### src/hdl/arcade_host_pkg.sv
package arcade_host_pkg;

	// program store geometry
	localparam int rom_addr_w = 15;            // byte address
	localparam int rom_word_w = rom_addr_w - 1; // word address
	localparam int rom_depth  = 1 << rom_word_w;

	localparam int dl_addr_w = 25;

	// ps/2 set 2 scan codes
	localparam logic [7:0] key_up     = 8'h75;
	localparam logic [7:0] key_down   = 8'h72;
	localparam logic [7:0] key_left   = 8'h6b;
	localparam logic [7:0] key_right  = 8'h74;
	localparam logic [7:0] key_coin   = 8'h76; // esc
	localparam logic [7:0] key_start1 = 8'h05; // f1
	localparam logic [7:0] key_start2 = 8'h06; // f2
	localparam logic [7:0] key_fire1  = 8'h29; // space
	localparam logic [7:0] key_fire2  = 8'h11; // left alt

	localparam int status_reset = 0; // menu reset bit

	typedef struct packed {
		logic                 active;
		logic                 wr;
		logic [dl_addr_w-1:0] addr;
		logic [7:0]           data;
	} dl_bus_t;

	typedef struct packed {
		logic       strobe;
		logic       pressed;
		logic [7:0] code;
	} key_event_t;

	typedef struct packed {
		logic up;
		logic down;
		logic left;
		logic right;
		logic fire1;
		logic fire2;
		logic coin;
		logic start1;
		logic start2;
	} controls_t;

	// written as one halfword, read back a byte at a time
	typedef union packed {
		logic [15:0] half;
		struct packed {
			logic [7:0] hi;
			logic [7:0] lo;
		} bytes;
	} rom_word_u;

	typedef struct packed {
		logic                  en;
		logic [1:0]            lanes; // bit 1 = high byte
		logic [rom_word_w-1:0] addr;
		rom_word_u             data;
	} store_wr_t;

	typedef struct packed {
		logic [2:0] r;
		logic [2:0] g;
		logic [1:0] b;
		logic       blank_n;
		logic       hs;
		logic       vs;
		logic       csync;
	} core_video_t;

	typedef struct packed {
		logic [5:0] r;
		logic [5:0] g;
		logic [5:0] b;
		logic       hs;
		logic       vs;
	} vga_out_t;

endpackage

### src/hdl/video_out.sv
module video_out
	import arcade_host_pkg::*;
(
	input  logic        sys_clk,
	input  logic        rst_n,
	input  core_video_t core_video,
	input  logic        tv15k_mode,
	output vga_out_t    vga
);

	logic [2:0] blue_wide;

	// 2 bit blue up to 3 bits, msb repeated
	assign blue_wide = {core_video.b, core_video.b[1]};

	always_ff @(posedge sys_clk or negedge rst_n) begin
		if (!rst_n) begin
			vga <= '0;
		end else begin
			if (core_video.blank_n) begin
				vga.r <= {core_video.r, core_video.r};
				vga.g <= {core_video.g, core_video.g};
				vga.b <= {blue_wide, blue_wide};
			end else begin
				vga.r <= '0;
				vga.g <= '0;
				vga.b <= '0;
			end

			// tv mode carries composite sync on hs
			vga.hs <= tv15k_mode ? core_video.csync : core_video.hs;
			vga.vs <= tv15k_mode | core_video.vs;
		end
	end

endmodule

### config.mk
export PLATFORM = sky130hd
export DESIGN_NAME = video_out
export DESIGN_NICKNAME = d
export VERILOG_FILES = /design/src/hdl/arcade_host_pkg.sv /design/src/hdl/video_out.sv
export SDC_FILE = /design/constraint.sdc
export NUM_CORES = 1
export LEC_CHECK = 0
export BUFFER_PORTS_ARGS = -buffer_cell sky130_fd_sc_hd__buf_4
export CAP_MARGIN = 30
export CORE_AREA = 2 2 39 41
export DETAILED_ROUTE_END_ITERATION = 6
export DIE_AREA = 0 0 41 43
export PLACE_DENSITY_LB_ADDON = 0.3
export SKIP_CTS_REPAIR_TIMING = 1
export SYNTH_ARGS = -nofsm -noshare
export SYNTH_HDL_FRONTEND = slang
export SYNTH_SLANG_ARGS = --single-unit
### constraint.sdc
create_clock -name sys_clk -period 0.85 [get_ports sys_clk]
set_clock_uncertainty 0.05 [all_clocks]
set_input_delay 0.255 -clock sys_clk [delete_from_list [all_inputs] [get_ports sys_clk]]
set_output_delay 0.255 -clock sys_clk [all_outputs]
set_load 0.03 [all_outputs]
==> results_dict.tcl <==
set metrics [dict create \
    p_sw_share_pct 27.50 \
    power.share.clock_pct 28.6 \
    layout_common_cells "buf_6, buf_4, and2_1, dfrtp_2, clkbuf_4" \
    nNetsFinal 75 \
    via_per_inst 4.000 \
    p_switching_uw 317.8 \
    vdd_drop_max_mv 0.7017 \
    numCtsBuffers 3 \
    htree_levels 1 \
    reg_top3 "vga: 10 flops" \
    postRouteAntennaNets 0 \
    fillers 136 \
    design_area_sq_um 718.2 \
    slew_viol_final 0 \
    placed_cells 70 \
    placed_area_sq_um 606.8 \
    rows 14 \
    crit_chain "buf_6" \
    port_buffers 34 \
    start_util_pct 28.66 \
    p_comb_share_pct 25.9 \
    drt_wl_total_microns 734 \
    die_w_microns 41 \
    cts_tree "done" \
    grt_pass1_vias 283 \
    final_util_pct 51.90 \
    synth_top_area_share_pct 63.09 \
    wire_per_inst_microns 9.787 \
    first_iter_violations 0 \
    fin_cells 75 \
    cts_max_path_buffers 2 \
    dieArea_sq_um 1763 \
    place.gp.congestion 0.7323 \
    via_count 300 \
    die_h_microns 43 \
    synth_warnings 0 \
    synth_seq_area_share_pct 63.09 \
    first_pass_iters 1 \
    synthDominantAreaCellType "dfrtp_1" \
    synthTopCellsByArea "dfrtp_1, buf_4, and2_1" \
    power.internal_uw 837.8 \
    yosysUniqueCellTypes 5 \
    grt_max_degree 11 \
    setup_viol 20 \
    cellLeakagePower_nw 0.3541 \
    p_total_mw 1.156 \
    violations "setup timing" \
    antenna_found_initial 0 \
    worstPathArrival_ns 0.84 \
    root_buffer "clkbuf_4" \
    worstPathMaxFanout 4 \
    seq_power_share_pct 45.6 \
    fin_crit_ns 1.150 \
    startpoint "vga[5]" \
    fmax_ghz 0.8697 \
    power.density_nw_per_um2 1609 \
    min_delay_path_depth 2 \
    grt_pass1_wl_microns 1083 \
    grt-ovfl-total 0 \
    min-delay-start "core_video[1]" \
    outcome "finished, violations left" \
    worstMarginPinSlew_ns 0.1327 \
    cts.sinks 10 \
    tns_ns -5.319 \
    hp-class "in2reg" \
    crit_family "flip-flops" \
    drv_cap 0 \
    critPathCaptureType "primary output" \
    ys_ff_latch 10 \
    n_antenna_cell 0 \
    core_area_sq_um 1384 \
    largest_register_ffs 10 \
    route.detailed.drc 0 \
    path_class "reg2out" \
    whs_endpoint "vga[0]" \
    regMostFlops "vga" \
    whs_ns 0.1318 \
    synth_nets 45 \
    worst-path-buf-inv 1 \
    grt_util_all_layers_pct 9.257 \
    num_io_pins 35 \
    cp_data_required_time_ns 0.54 \
    layout_commonest_cell "buf_6" \
    start_kind "flop" \
    drive_above_1_share_pct 77.97 \
    setup_ws_ns -0.2999 \
    slowest_stage "dfrtp_2" \
    netlist_area_sq_um 396.6 \
    dp_slack_ns -0.02756 \
    rsz0062_at_grt "yes" \
    syn2layout_area_growth_pct 81.07 \
    finalHoldViolCount 0 \
    slew_headroom_pct 91.15 \
    path_clk_slew_ns 0.06 \
    syn_area_per_cell_sq_um 13.22 \
    netlist_instances 30 \
    max_stage_delay_ns 0.44 \
    timing.final.crit_share_pct 135.3 \
]
==> logic make-up (layout without fill, tap and decap cells) <==
family        after synthesis  in the layout  synth area share (%)
mux                         1              1                 3.784
buf+inv                    10             39                 18.93
simple gates                9              9                 14.20
flops                      10             10                 63.09
==> cells in the mapped netlist <==
cell type / n
dfrtp_1: 10
buf_4: 10
and2_1: 8
mux2_4: 1
or2_1: 1
==> metal layers <==
| metal | share of wire [%] | track usage (%) | wire length (microns) | vias up |
|---|---|---|---|---|
| met5 | 0 | 0 | 0 | - |
| met4 | 0.95 | 6.000 | 7 | 0 |
| met3 | 8.6 | 3.141 | 63 | 2 |
| met2 | 58 | 15.63 | 425 | 17 |
| met1 | 32 | 8.725 | 238 | 138 |
| li1 | - | - | - | 143 |
==> area by class of cell <==
type | count | area [sq um] | share of cell area, %
Timing Repair Buffer | 35 | 340.3 | 47.39
Sequential cell | 10 | 260.3 | 36.24
Multi-Input combinational cell | 10 | 71.32 | 9.930
Clock buffer | 4 | 26.28 | 3.659
Tap cell | 16 | 20.02 | 2.787
==> worst max path at each step <==
stage,end,slack (ns),cells past startpoint
after global routing,vga[5],-0.33,1
after CTS,vga[2],-0.32,1
after global placement,vga[2],-0.02,1
after detailed placement,vga[2],-0.03,1
final,vga[5],-0.30,1
after floorplan,vga[4],-0.1,1
==> power groups by stage <==
stage / registers (mW) / logic, mW / clock network, mW
2_1_floorplan: 0.584 / 0.122 / 0
3_3_place_gp: 0.525 / 0.266 / 0
3_5_place_dp: 0.526 / 0.268 / 0
4_1_cts: 0.517 / 0.268 / 0.342
5_1_grt: 0.530 / 0.316 / 0.370
6_report: 0.527 / 0.299 / 0.330
No activity file was read; power rests on OpenSTA's default activity.
