$ cat config.mk
export PLATFORM = sky130hd
export DESIGN_NAME = input_mapper
export DESIGN_NICKNAME = d
export VERILOG_FILES = /design/src/hdl/arcade_host_pkg.sv /design/src/hdl/input_mapper.sv
export SDC_FILE = /design/constraint.sdc
export NUM_CORES = 1
export LEC_CHECK = 0
export BUFFER_PORTS_ARGS = -buffer_cell sky130_fd_sc_hd__buf_2
export CORE_AREA = 3 3 40 42
export CTS_BUF_LIST = sky130_fd_sc_hd__clkbuf_2 sky130_fd_sc_hd__clkbuf_4 sky130_fd_sc_hd__clkbuf_8
export CTS_CLUSTER_SIZE = 25
export DETAILED_ROUTE_END_ITERATION = 8
export DIE_AREA = 0 0 43 45
export GPL_TIMING_DRIVEN = 0
export HOLD_SLACK_MARGIN = 0.15
export PLACE_DENSITY = 0.77
export SLEW_MARGIN = 20
export SYNTH_ARGS = -nofsm -noshare
export SYNTH_HDL_FRONTEND = slang
export SYNTH_SLANG_ARGS = --single-unit
$ cat constraint.sdc
create_clock -name sys_clk -period 2.3 [get_ports sys_clk]
set_input_delay 0.115 -clock sys_clk [delete_from_list [all_inputs] [get_ports sys_clk]]
set_output_delay 0.115 -clock sys_clk [all_outputs]
set_load 0.05 [all_outputs]
$ cat src/hdl/arcade_host_pkg.sv
package arcade_host_pkg;

	// program store geometry
	localparam int rom_addr_w = 15;            // byte address
	localparam int rom_word_w = rom_addr_w - 1; // word address
	localparam int rom_depth  = 1 << rom_word_w;

	localparam int dl_addr_w = 25;

	// ps/2 set 2 scan codes
	localparam logic [7:0] key_up     = 8'h75;
	localparam logic [7:0] key_down   = 8'h72;
	localparam logic [7:0] key_left   = 8'h6b;
	localparam logic [7:0] key_right  = 8'h74;
	localparam logic [7:0] key_coin   = 8'h76; // esc
	localparam logic [7:0] key_start1 = 8'h05; // f1
	localparam logic [7:0] key_start2 = 8'h06; // f2
	localparam logic [7:0] key_fire1  = 8'h29; // space
	localparam logic [7:0] key_fire2  = 8'h11; // left alt

	localparam int status_reset = 0; // menu reset bit

	typedef struct packed {
		logic                 active;
		logic                 wr;
		logic [dl_addr_w-1:0] addr;
		logic [7:0]           data;
	} dl_bus_t;

	typedef struct packed {
		logic       strobe;
		logic       pressed;
		logic [7:0] code;
	} key_event_t;

	typedef struct packed {
		logic up;
		logic down;
		logic left;
		logic right;
		logic fire1;
		logic fire2;
		logic coin;
		logic start1;
		logic start2;
	} controls_t;

	// written as one halfword, read back a byte at a time
	typedef union packed {
		logic [15:0] half;
		struct packed {
			logic [7:0] hi;
			logic [7:0] lo;
		} bytes;
	} rom_word_u;

	typedef struct packed {
		logic                  en;
		logic [1:0]            lanes; // bit 1 = high byte
		logic [rom_word_w-1:0] addr;
		rom_word_u             data;
	} store_wr_t;

	typedef struct packed {
		logic [2:0] r;
		logic [2:0] g;
		logic [1:0] b;
		logic       blank_n;
		logic       hs;
		logic       vs;
		logic       csync;
	} core_video_t;

	typedef struct packed {
		logic [5:0] r;
		logic [5:0] g;
		logic [5:0] b;
		logic       hs;
		logic       vs;
	} vga_out_t;

endpackage

$ cat src/hdl/input_mapper.sv
module input_mapper
	import arcade_host_pkg::*;
(
	input  logic       sys_clk,
	input  logic       rst_n,
	input  key_event_t key,
	input  logic [7:0] joystick_0,
	input  logic [7:0] joystick_1,
	output controls_t  controls
);

	controls_t  held; // keyboard levels
	logic [5:0] joy;  // both players merged

	always_ff @(posedge sys_clk or negedge rst_n) begin
		if (!rst_n) begin
			held <= '0;
		end else if (key.strobe) begin
			case (key.code)
				key_up: begin
					held.up <= key.pressed;
				end
				key_down: begin
					held.down <= key.pressed;
				end
				key_left: begin
					held.left <= key.pressed;
				end
				key_right: begin
					held.right <= key.pressed;
				end
				key_coin: begin
					held.coin <= key.pressed;
				end
				key_start1: begin
					held.start1 <= key.pressed;
				end
				key_start2: begin
					held.start2 <= key.pressed;
				end
				key_fire1: begin
					held.fire1 <= key.pressed;
				end
				key_fire2: begin
					held.fire2 <= key.pressed;
				end
				default: begin
					held <= held; // unknown code
				end
			endcase
		end
	end

	// bits 6 and 7 are not game controls
	assign joy = joystick_0[5:0] | joystick_1[5:0];

	always_comb begin
		controls        = held;
		controls.right  = held.right | joy[0];
		controls.left   = held.left  | joy[1];
		controls.down   = held.down  | joy[2];
		controls.up     = held.up    | joy[3];
		controls.fire1  = held.fire1 | joy[4];
		controls.fire2  = held.fire2 | joy[5];
		// coin and starts stay keyboard only
	end

endmodule

==> flow_summary.ini <==
[power_and_ir_drop]
sequentialPowerShare_pct = 43.6
swShare_pct = 28.0
power.switching_mw = 0.109
p_leak_nw = 0.399
p_comb_share_pct = 22.9
pwr-share-clk_pct = 33.4
ir_worst_vdd_mv = 0.319
power-per-cell-area_mw_per_mm2 = 523
p_int_mw = 0.279

[die]
coreArea_mm2 = 0.00128
initial_core_util_pct = 40.6
ios = 37
dieArea_mm2 = 0.00194
die_y_um = 45
die_x_um = 43
rows = 13

[clocking]
cts_tree = done
clkSinkCount = 9
cts_buffers = 3
worst_skew_pair.late_latency_ns = 0.25
clk_pin_slew_ns = 0.06
htreeDepth = 1
postCtsResizedCells = 0
clk_path_buf_depth = 2
clk_root_buffer_cell = clkbuf_4

[synth]
syn_inst = 47
synthFlopType = dfrtp_1
async_reset_ff_share_pct = 100
synth.top_cell.area_share_pct = 43.2
synth_warnings = 0
synth.ff_latch_count = 9
synthTopCellsByArea = dfrtp_1 43%, mux2_1 19%, or3_1 7.2%
synth_area_um2 = 522
avgSynthCellArea_um2 = 11.1
syn-num-nets = 75
synth_edf_count = 0
yosysTopAreaCell = dfrtp_1
yosysSeqAreaShare_pct = 43.2
synthTopCellsByCount = 9 x dfrtp_1, 9 x mux2_1, 6 x nand3_1, 6 x or3_1
synthDistinctLibCells = 13

[grt]
grt_usage_pct = 13.1
grt_pass1_wl_um = 1840
overflow = 0
grt_pass1_vias = 456
grt_max_degree = 10
antenna_found_initial = 0

[sta]
tightest_slew_ns = 0.267
hold_slack_ns = 0.180
skew_ns = 0
fin_crit_ns = 1.25
max_freq_ghz = 0.801
drv_slew = 0
setup_tns_ns = 0
period_share_pct = 54.2
hold_violations = 0
slew_headroom_pct = 82.0
grt_setup_unrepaired = false
setup_viol = 0

[cells_and_area]
layout-drive-gt1-share_pct = 47.6
finalNonFillerCells = 99
nets = 113
fin_area_um2 = 741
antenna_cells = 0
finish.utilization_pct = 57.6
syn2layout_area_growth_pct = 42.0

[routing]
vias_per_cell = 5.17
route.final.wire_length_um = 1120
drtIter0Drc = 1
routed-via-count = 512
wl_per_cell_um = 11.3
ant_nets = 0
drc = 0
dr.pass1.iters = 2

[critical_path]
cp_cell_sequence = or3_1 > buf_2
endpoint_kind = output pin
cp.required_ns = 2.18
startpoint_type = register
cp_slowest_cell = dfrtp_1
worstPathArrival_ns = 1.13
crit_path_max_incr_delay_ns = 0.37
critPathKind = register to output pin
cp_max_fo = 2

[worst_hold_path]
hp-class = primary input to register

[place]
io_buffers = 32
dpl.cell_count = 94
dpl_cell_area_um2 = 701
gp_congestion = 0.750

[job]
maxCapViolCount = 0

[run_status]
status = finished, final reports clean
[state kept, by name, indices dropped and copies added, names as in the netlist]
name / flops
held: 6
controls: 3
[worst max-delay path, delay by kind of cell (launching register included)]
kind / cells / cell delay (ns)
flip-flops: 1 / 0.37
AND/OR/NAND/NOR: 1 / 0.29
buffers and inverters: 1 / 0.21
[power groups by stage]
stage          combinational (mW)  clock (mW)  sequential (mW)
6_report                   0.0888       0.130            0.169
3_5_place_dp               0.0880           0            0.172
3_3_place_gp               0.0867           0            0.172
2_1_floorplan              0.0551           0            0.171
4_1_cts                    0.0896       0.135            0.169
5_1_grt                    0.0970       0.144            0.170
[cells by family after synthesis]
group,Yosys count,synth area share (%)
buf+inv,3,4.32
flops,9,43.2
mux,9,19.4
simple gates,26,33.1
[worst paths after layout]
check / start / endpoint / slack (ns) / cells after the start
setup / recovery: held[4] / controls[4] / 1.05 / 2
hold / removal: key[8] / controls[2] / 0.18 / 2
setup reg to reg: controls[1] / controls[1] / 1.50 / 1
hold reg to reg: held[8] / held[8] / 0.48 / 1
max in group asynchronous: rst_n / held[3] / 1.89 / 2
min in group asynchronous: rst_n / controls[2] / 0.24 / 2
[layer usage]
layer / track usage, % / routed length (um) / vias up / share of wire (%)
li1: - / - / 255 / -
met3: 2.79 / 93 / 4 / 8.3
met1: 15.5 / 480 / 234 / 43
met5: 0 / 0 / - / 0
met4: 10.8 / 32 / 0 / 2.8
met2: 20.7 / 517 / 19 / 46
[per-stage QoR]
stage,setup WS [ns],power (mW)
final,1.05,0.388
after global routing,0.979,0.411
after CTS,1.04,0.394
after detailed placement,1.11,0.260
after global placement,1.17,0.258
after floorplan,1.31,0.226
[repair_timing]
| item | 4_1_cts | 5_1_grt |
|---|---|---|
| hold buffers | 1 | 0 |
| setup endpoints to repair | 0 | 0 |
| hold endpoints to repair | 9 | 0 |
| setup buffers | 0 | 0 |
[layout make-up]
class | instances | area, um2
Sequential cell | 9 | 225
Fill cell | 117 | 544
Tap cell | 15 | 18.8
Timing Repair Buffer | 33 | 170
Buffer | 3 | 22.5
Clock buffer | 4 | 30.0
Multi-Input combinational cell | 35 | 274
[cell usage in the layout, fill, tap and decap left out]
cell type / instances
buf_2: 32
and4bb_1: 1
nand3_1: 6
and4b_1: 2
nor4_2: 1
mux2_1: 9
dlygate4sd3_1: 1
clkbuf_4: 4
dfrtp_1: 9
nand4_1: 3
and3b_1: 1
nor2b_1: 2
or3_1: 6
nor4b_1: 1
nor2_1: 3
buf_4: 3
Power figures use the tool's default switching activity.
