File: src/hdl/arcade_host_pkg.sv
package arcade_host_pkg;

	// program store geometry
	localparam int rom_addr_w = 15;            // byte address
	localparam int rom_word_w = rom_addr_w - 1; // word address
	localparam int rom_depth  = 1 << rom_word_w;

	localparam int dl_addr_w = 25;

	// ps/2 set 2 scan codes
	localparam logic [7:0] key_up     = 8'h75;
	localparam logic [7:0] key_down   = 8'h72;
	localparam logic [7:0] key_left   = 8'h6b;
	localparam logic [7:0] key_right  = 8'h74;
	localparam logic [7:0] key_coin   = 8'h76; // esc
	localparam logic [7:0] key_start1 = 8'h05; // f1
	localparam logic [7:0] key_start2 = 8'h06; // f2
	localparam logic [7:0] key_fire1  = 8'h29; // space
	localparam logic [7:0] key_fire2  = 8'h11; // left alt

	localparam int status_reset = 0; // menu reset bit

	typedef struct packed {
		logic                 active;
		logic                 wr;
		logic [dl_addr_w-1:0] addr;
		logic [7:0]           data;
	} dl_bus_t;

	typedef struct packed {
		logic       strobe;
		logic       pressed;
		logic [7:0] code;
	} key_event_t;

	typedef struct packed {
		logic up;
		logic down;
		logic left;
		logic right;
		logic fire1;
		logic fire2;
		logic coin;
		logic start1;
		logic start2;
	} controls_t;

	// written as one halfword, read back a byte at a time
	typedef union packed {
		logic [15:0] half;
		struct packed {
			logic [7:0] hi;
			logic [7:0] lo;
		} bytes;
	} rom_word_u;

	typedef struct packed {
		logic                  en;
		logic [1:0]            lanes; // bit 1 = high byte
		logic [rom_word_w-1:0] addr;
		rom_word_u             data;
	} store_wr_t;

	typedef struct packed {
		logic [2:0] r;
		logic [2:0] g;
		logic [1:0] b;
		logic       blank_n;
		logic       hs;
		logic       vs;
		logic       csync;
	} core_video_t;

	typedef struct packed {
		logic [5:0] r;
		logic [5:0] g;
		logic [5:0] b;
		logic       hs;
		logic       vs;
	} vga_out_t;

endpackage

File: src/hdl/rom_loader.sv
module rom_loader
	import arcade_host_pkg::*;
(
	input  logic        sys_clk,
	input  logic        rst_n,
	input  dl_bus_t     dl,
	input  logic [31:0] status,
	input  logic [1:0]  buttons,
	output store_wr_t   store_wr,
	output logic        core_reset
);

	logic wr_d;       // previous dl.wr
	logic active_d;   // previous dl.active
	logic rom_loaded;
	logic wr_en;
	logic wr_edge;

	logic [1:0]            wr_lanes;
	logic [rom_word_w-1:0] wr_addr;
	rom_word_u             wr_data;

	assign wr_edge = dl.active && dl.wr && !wr_d;

	always_ff @(posedge sys_clk or negedge rst_n) begin
		if (!rst_n) begin
			wr_d       <= 1'b0;
			active_d   <= 1'b0;
			wr_en      <= 1'b0;
			rom_loaded <= 1'b0;
			core_reset <= 1'b1;
		end else begin
			wr_d     <= dl.wr;
			active_d <= dl.active;
			wr_en    <= wr_edge;

			// end of download
			if (active_d && !dl.active) begin
				rom_loaded <= 1'b1;
			end

			core_reset <= !rom_loaded | status[status_reset] | buttons[1];
		end
	end

	// write payload
	always_ff @(posedge sys_clk or negedge rst_n) begin
		if (!rst_n) begin
			wr_lanes <= '0;
			wr_addr  <= '0;
			wr_data  <= '0;
		end else if (wr_edge) begin
			wr_lanes     <= {dl.addr[0], ~dl.addr[0]}; // odd byte -> high lane
			wr_addr      <= dl.addr[rom_addr_w-1:1];
			wr_data.half <= {dl.data, dl.data};
		end
	end

	assign store_wr.en    = wr_en;
	assign store_wr.lanes = wr_lanes;
	assign store_wr.addr  = wr_addr;
	assign store_wr.data  = wr_data;

endmodule

File: config.mk
export PLATFORM = sky130hd
export DESIGN_NAME = rom_loader
export DESIGN_NICKNAME = d
export VERILOG_FILES = /design/src/hdl/arcade_host_pkg.sv /design/src/hdl/rom_loader.sv
export SDC_FILE = /design/constraint.sdc
export NUM_CORES = 1
export LEC_CHECK = 0
export BUFFER_PORTS_ARGS = -buffer_cell sky130_fd_sc_hd__buf_2
export CAP_MARGIN = 5
export CELL_PAD_IN_SITES_DETAIL_PLACEMENT = 1
export CELL_PAD_IN_SITES_GLOBAL_PLACEMENT = 1
export CORE_MARGIN = 5
export CORE_UTILIZATION = 29
export DETAILED_ROUTE_END_ITERATION = 10
export GPL_ROUTABILITY_DRIVEN = 0
export PLACE_DENSITY_LB_ADDON = 0.3
export SYNTH_ARGS = -nofsm -noshare
export SYNTH_HDL_FRONTEND = slang
export SYNTH_SLANG_ARGS = --single-unit
File: constraint.sdc
create_clock -name sys_clk -period 2.3 [get_ports sys_clk]
set_input_delay 0.115 -clock sys_clk [delete_from_list [all_inputs] [get_ports sys_clk]]
set_output_delay 0.115 -clock sys_clk [all_outputs]
set_load 0.1 [all_outputs]
==> flow_metrics.py <==
metrics = {
    "run_status": {
        "status": "finished clean",
    },
    "critical_path": {
        "cp.arrival_ps": 1580,
        "startpoint": "dl[33]",
        "crit_buf_inv": 2,
        "reg2reg_from": "wr_d",
        "slowest_stage": "dlygate4sd3_1",
        "worstSetupEndpointType": "flip-flop",
        "crit_fanout": 25,
        "start_kind": "input port",
        "crit_family": "buffers and inverters",
        "worstPathRequired_ps": 2450,
        "path_class": "input port to flip-flop",
        "cp_cell_sequence": "dlygate4sd3_1, buf_2, nand3b_4, mux2_4",
        "max_stage_delay_ps": 520,
    },
    "synth": {
        "synth_nets": 141,
        "yosys.area.top_type_share_pct": 58.3,
        "ys_seq_elements": 29,
        "syn_area_per_cell_um2": 17.2,
        "synthArstFlopShare_pct": 100,
        "synth_most_common_cell": "dfrtp_1",
        "synth_flop_cell": "dfrtp_1",
        "synthesis.area_mm2": 0.00120,
        "synthTopCellsByCount": "28 x dfrtp_1, 18 x mux2_4, 9 x buf_4, 5 x mux2_2, 3 x inv_1",
        "synth_cell_type_count": 11,
        "yosys-top-cells-area": "dfrtp_1 58%, mux2_4 23%, buf_4 5.6%",
        "synth_seq_area_share_pct": 60.5,
        "synth_edf_count": 0,
        "yosys.area.top_type": "dfrtp_1",
        "synthCells": 70,
        "yosys_warnings": 0,
    },
    "power": {
        "p_per_area_mw_per_mm2": 1340,
        "p_sw_share_pct": 53.5,
        "p_clk_share_pct": 18.4,
        "p_leak_nw": 0.880,
        "power_frac_seq_pct": 30.1,
        "ir_worst_vdd_mv": 0.476,
        "p_int_uw": 991,
        "p_comb_share_pct": 51.6,
        "power.switching_mw": 1.14,
    },
    "job": {
        "max_cap_violations": 0,
    },
    "cts": {
        "clkLatencyLatePin_ps": 270,
        "clkSinkCount": 29,
        "cts_max_level": 2,
        "cts.clk_slew.worst_paths_ps": 60,
        "tritoncts": "built",
        "cts_buffers": 5,
        "clockBufferDepth": 2,
        "cts_root_buf": "clkbuf_8",
    },
    "timing": {
        "finalSetupViolCount": 0,
        "worst_pin_slew_ps": 641,
        "maxSlewViolCount": 0,
        "timing.setup.tns_ps": 0,
        "period_share_pct": 62.0,
        "finalHoldViolCount": 0,
        "max_freq_ghz": 0.702,
        "fin_skew_ps": 5.63,
        "min_period_ps": 1430,
        "maxSlewHeadroom_pct": 57.3,
        "rsz0062_at_grt": "false",
    },
    "global_routing": {
        "overflow": 0,
        "antenna_found_initial": 0,
        "grt_pass1_wl_um": 4360,
        "grt_pass1_vias": 885,
        "grt.total_usage_pct": 10.7,
        "grt_start_max_net_pins": 30,
    },
    "finish": {
        "drive_gt1_share_pct": 72.5,
        "final_nets": 201,
        "design_area_mm2": 0.00159,
        "insertedDiodeCount": 0,
        "post-route-util_pct": 39.7,
        "layoutNonFillerInstCount": 181,
        "fillers": 441,
        "multi_input_area_um2": 373,
        "ff_latch_area_um2": 727,
        "area_growth_pct": 32.1,
    },
    "placed_design": {
        "place_hpwl_um": 2070,
        "port_buffers": 62,
        "dp.cells": 171,
        "placed_area_mm2": 0.00148,
    },
    "route": {
        "wirelength_um": 2750,
        "wire_per_inst_um": 15.2,
        "firstDrtPassIters": 3,
        "ant_nets": 0,
        "routed_via_density": 4.24,
        "drt_iter0_drc": 16,
        "num_vias": 767,
        "drc": 0,
    },
    "floorplanning": {
        "rows": 23,
        "core_mm2": 0.00400,
        "die_x_um": 74.4,
        "dieHeight_um": 74.4,
        "ios": 105,
        "fp.dieArea_mm2": 0.00553,
        "start_util_pct": 30.0,
    },
    "min_path": {
        "hold_start": "dl[34]",
        "min_path_type": "input port to flip-flop",
    },
}
==> per-stage QoR <==
stage | hold slack (ps) | power (mW) | setup slack (ps)
after floorplan | -181 | 1.62 | 845
after global placement | 163 | 1.74 | 941
after detailed placement | 188 | 1.76 | 908
after CTS | 3.40 | 2.17 | 847
after global routing | 4.89 | 2.22 | 786
final | 14.5 | 2.13 | 875
==> logic make-up after synthesis <==
logic type	after synthesis	share of synthesized area, %
multiplexers	24	28.0
AO/OA/AOI/OAI	1	0.625
AND/OR/NAND/NOR	2	2.40
flip-flops	29	60.5
buffers and inverters	14	8.44
==> area by class of cell <==
type,instances,share of cell area [%]
Timing Repair Buffer,64,20.8
Tap cell,50,3.94
Inverter,3,0.710
Sequential cell,29,45.8
Multi-Input combinational cell,27,23.5
Clock buffer,6,4.57
Clock inverter,2,0.631
==> state kept, by name, indices dropped and copies added (netlist names) <==
register / flops
wr_d: 1
core_reset: 1
active_d: 1
wr_addr: 14
wr_en: 1
wr_lanes: 2
rom_loaded: 1
wr_data: 8
==> layout by cell type, fill, tap and decap left out, drive strengths merged <==
master       Yosys  routed
clkinv           0       2
inv              3       3
nand3b           1       1
a21o             1       1
dlygate4sd3      0       2
or3b             1       1
mux2            23      23
buf             11      62
mux2i            1       1
clkbuf           0       6
dfstp            1       1
dfrtp           28      28
==> power by group through the flow <==
stage	clock network, mW	logic, mW	registers [mW]
6_report	0.392	1.10	0.641
5_1_grt	0.439	1.13	0.653
4_1_cts	0.415	1.11	0.644
3_5_place_dp	0	1.10	0.650
3_3_place_gp	0	1.10	0.646
2_1_floorplan	0	0.371	1.25
==> path summary, 6_finish.rpt <==
kind | to | slack, ps | depth (start not counted)
max | wr_addr[7] | 870 | 4
min | active_d | 10 | 1
max reg2reg | wr_addr[7] | 930 | 2
min reg2reg | rom_loaded | 450 | 1
max in group asynchronous | wr_data[14] | 1470 | 2
min in group asynchronous | wr_addr[7] | 410 | 2
==> per-layer routing <==
metal | track usage (%) | vias up | part of all wire [%] | routed length [um]
met2 | 19.0 | 30 | 57 | 1560
li1 | - | 344 | - | -
met5 | 0 | - | 0 | 0
met3 | 5.00 | 2 | 7.9 | 216
met1 | 11.1 | 391 | 35 | 950
met4 | 3.56 | 0 | 0.69 | 19
==> repair_timing <==
| action | CTS | global route |
|---|---|---|
| setup buffers | 0 | 0 |
| hold buffers | 2 | 0 |
| endpoints found under the hold margin | 29 | 0 |
| gates resized for setup | 0 | 0 |
No activity file was read; power rests on OpenSTA's default activity.
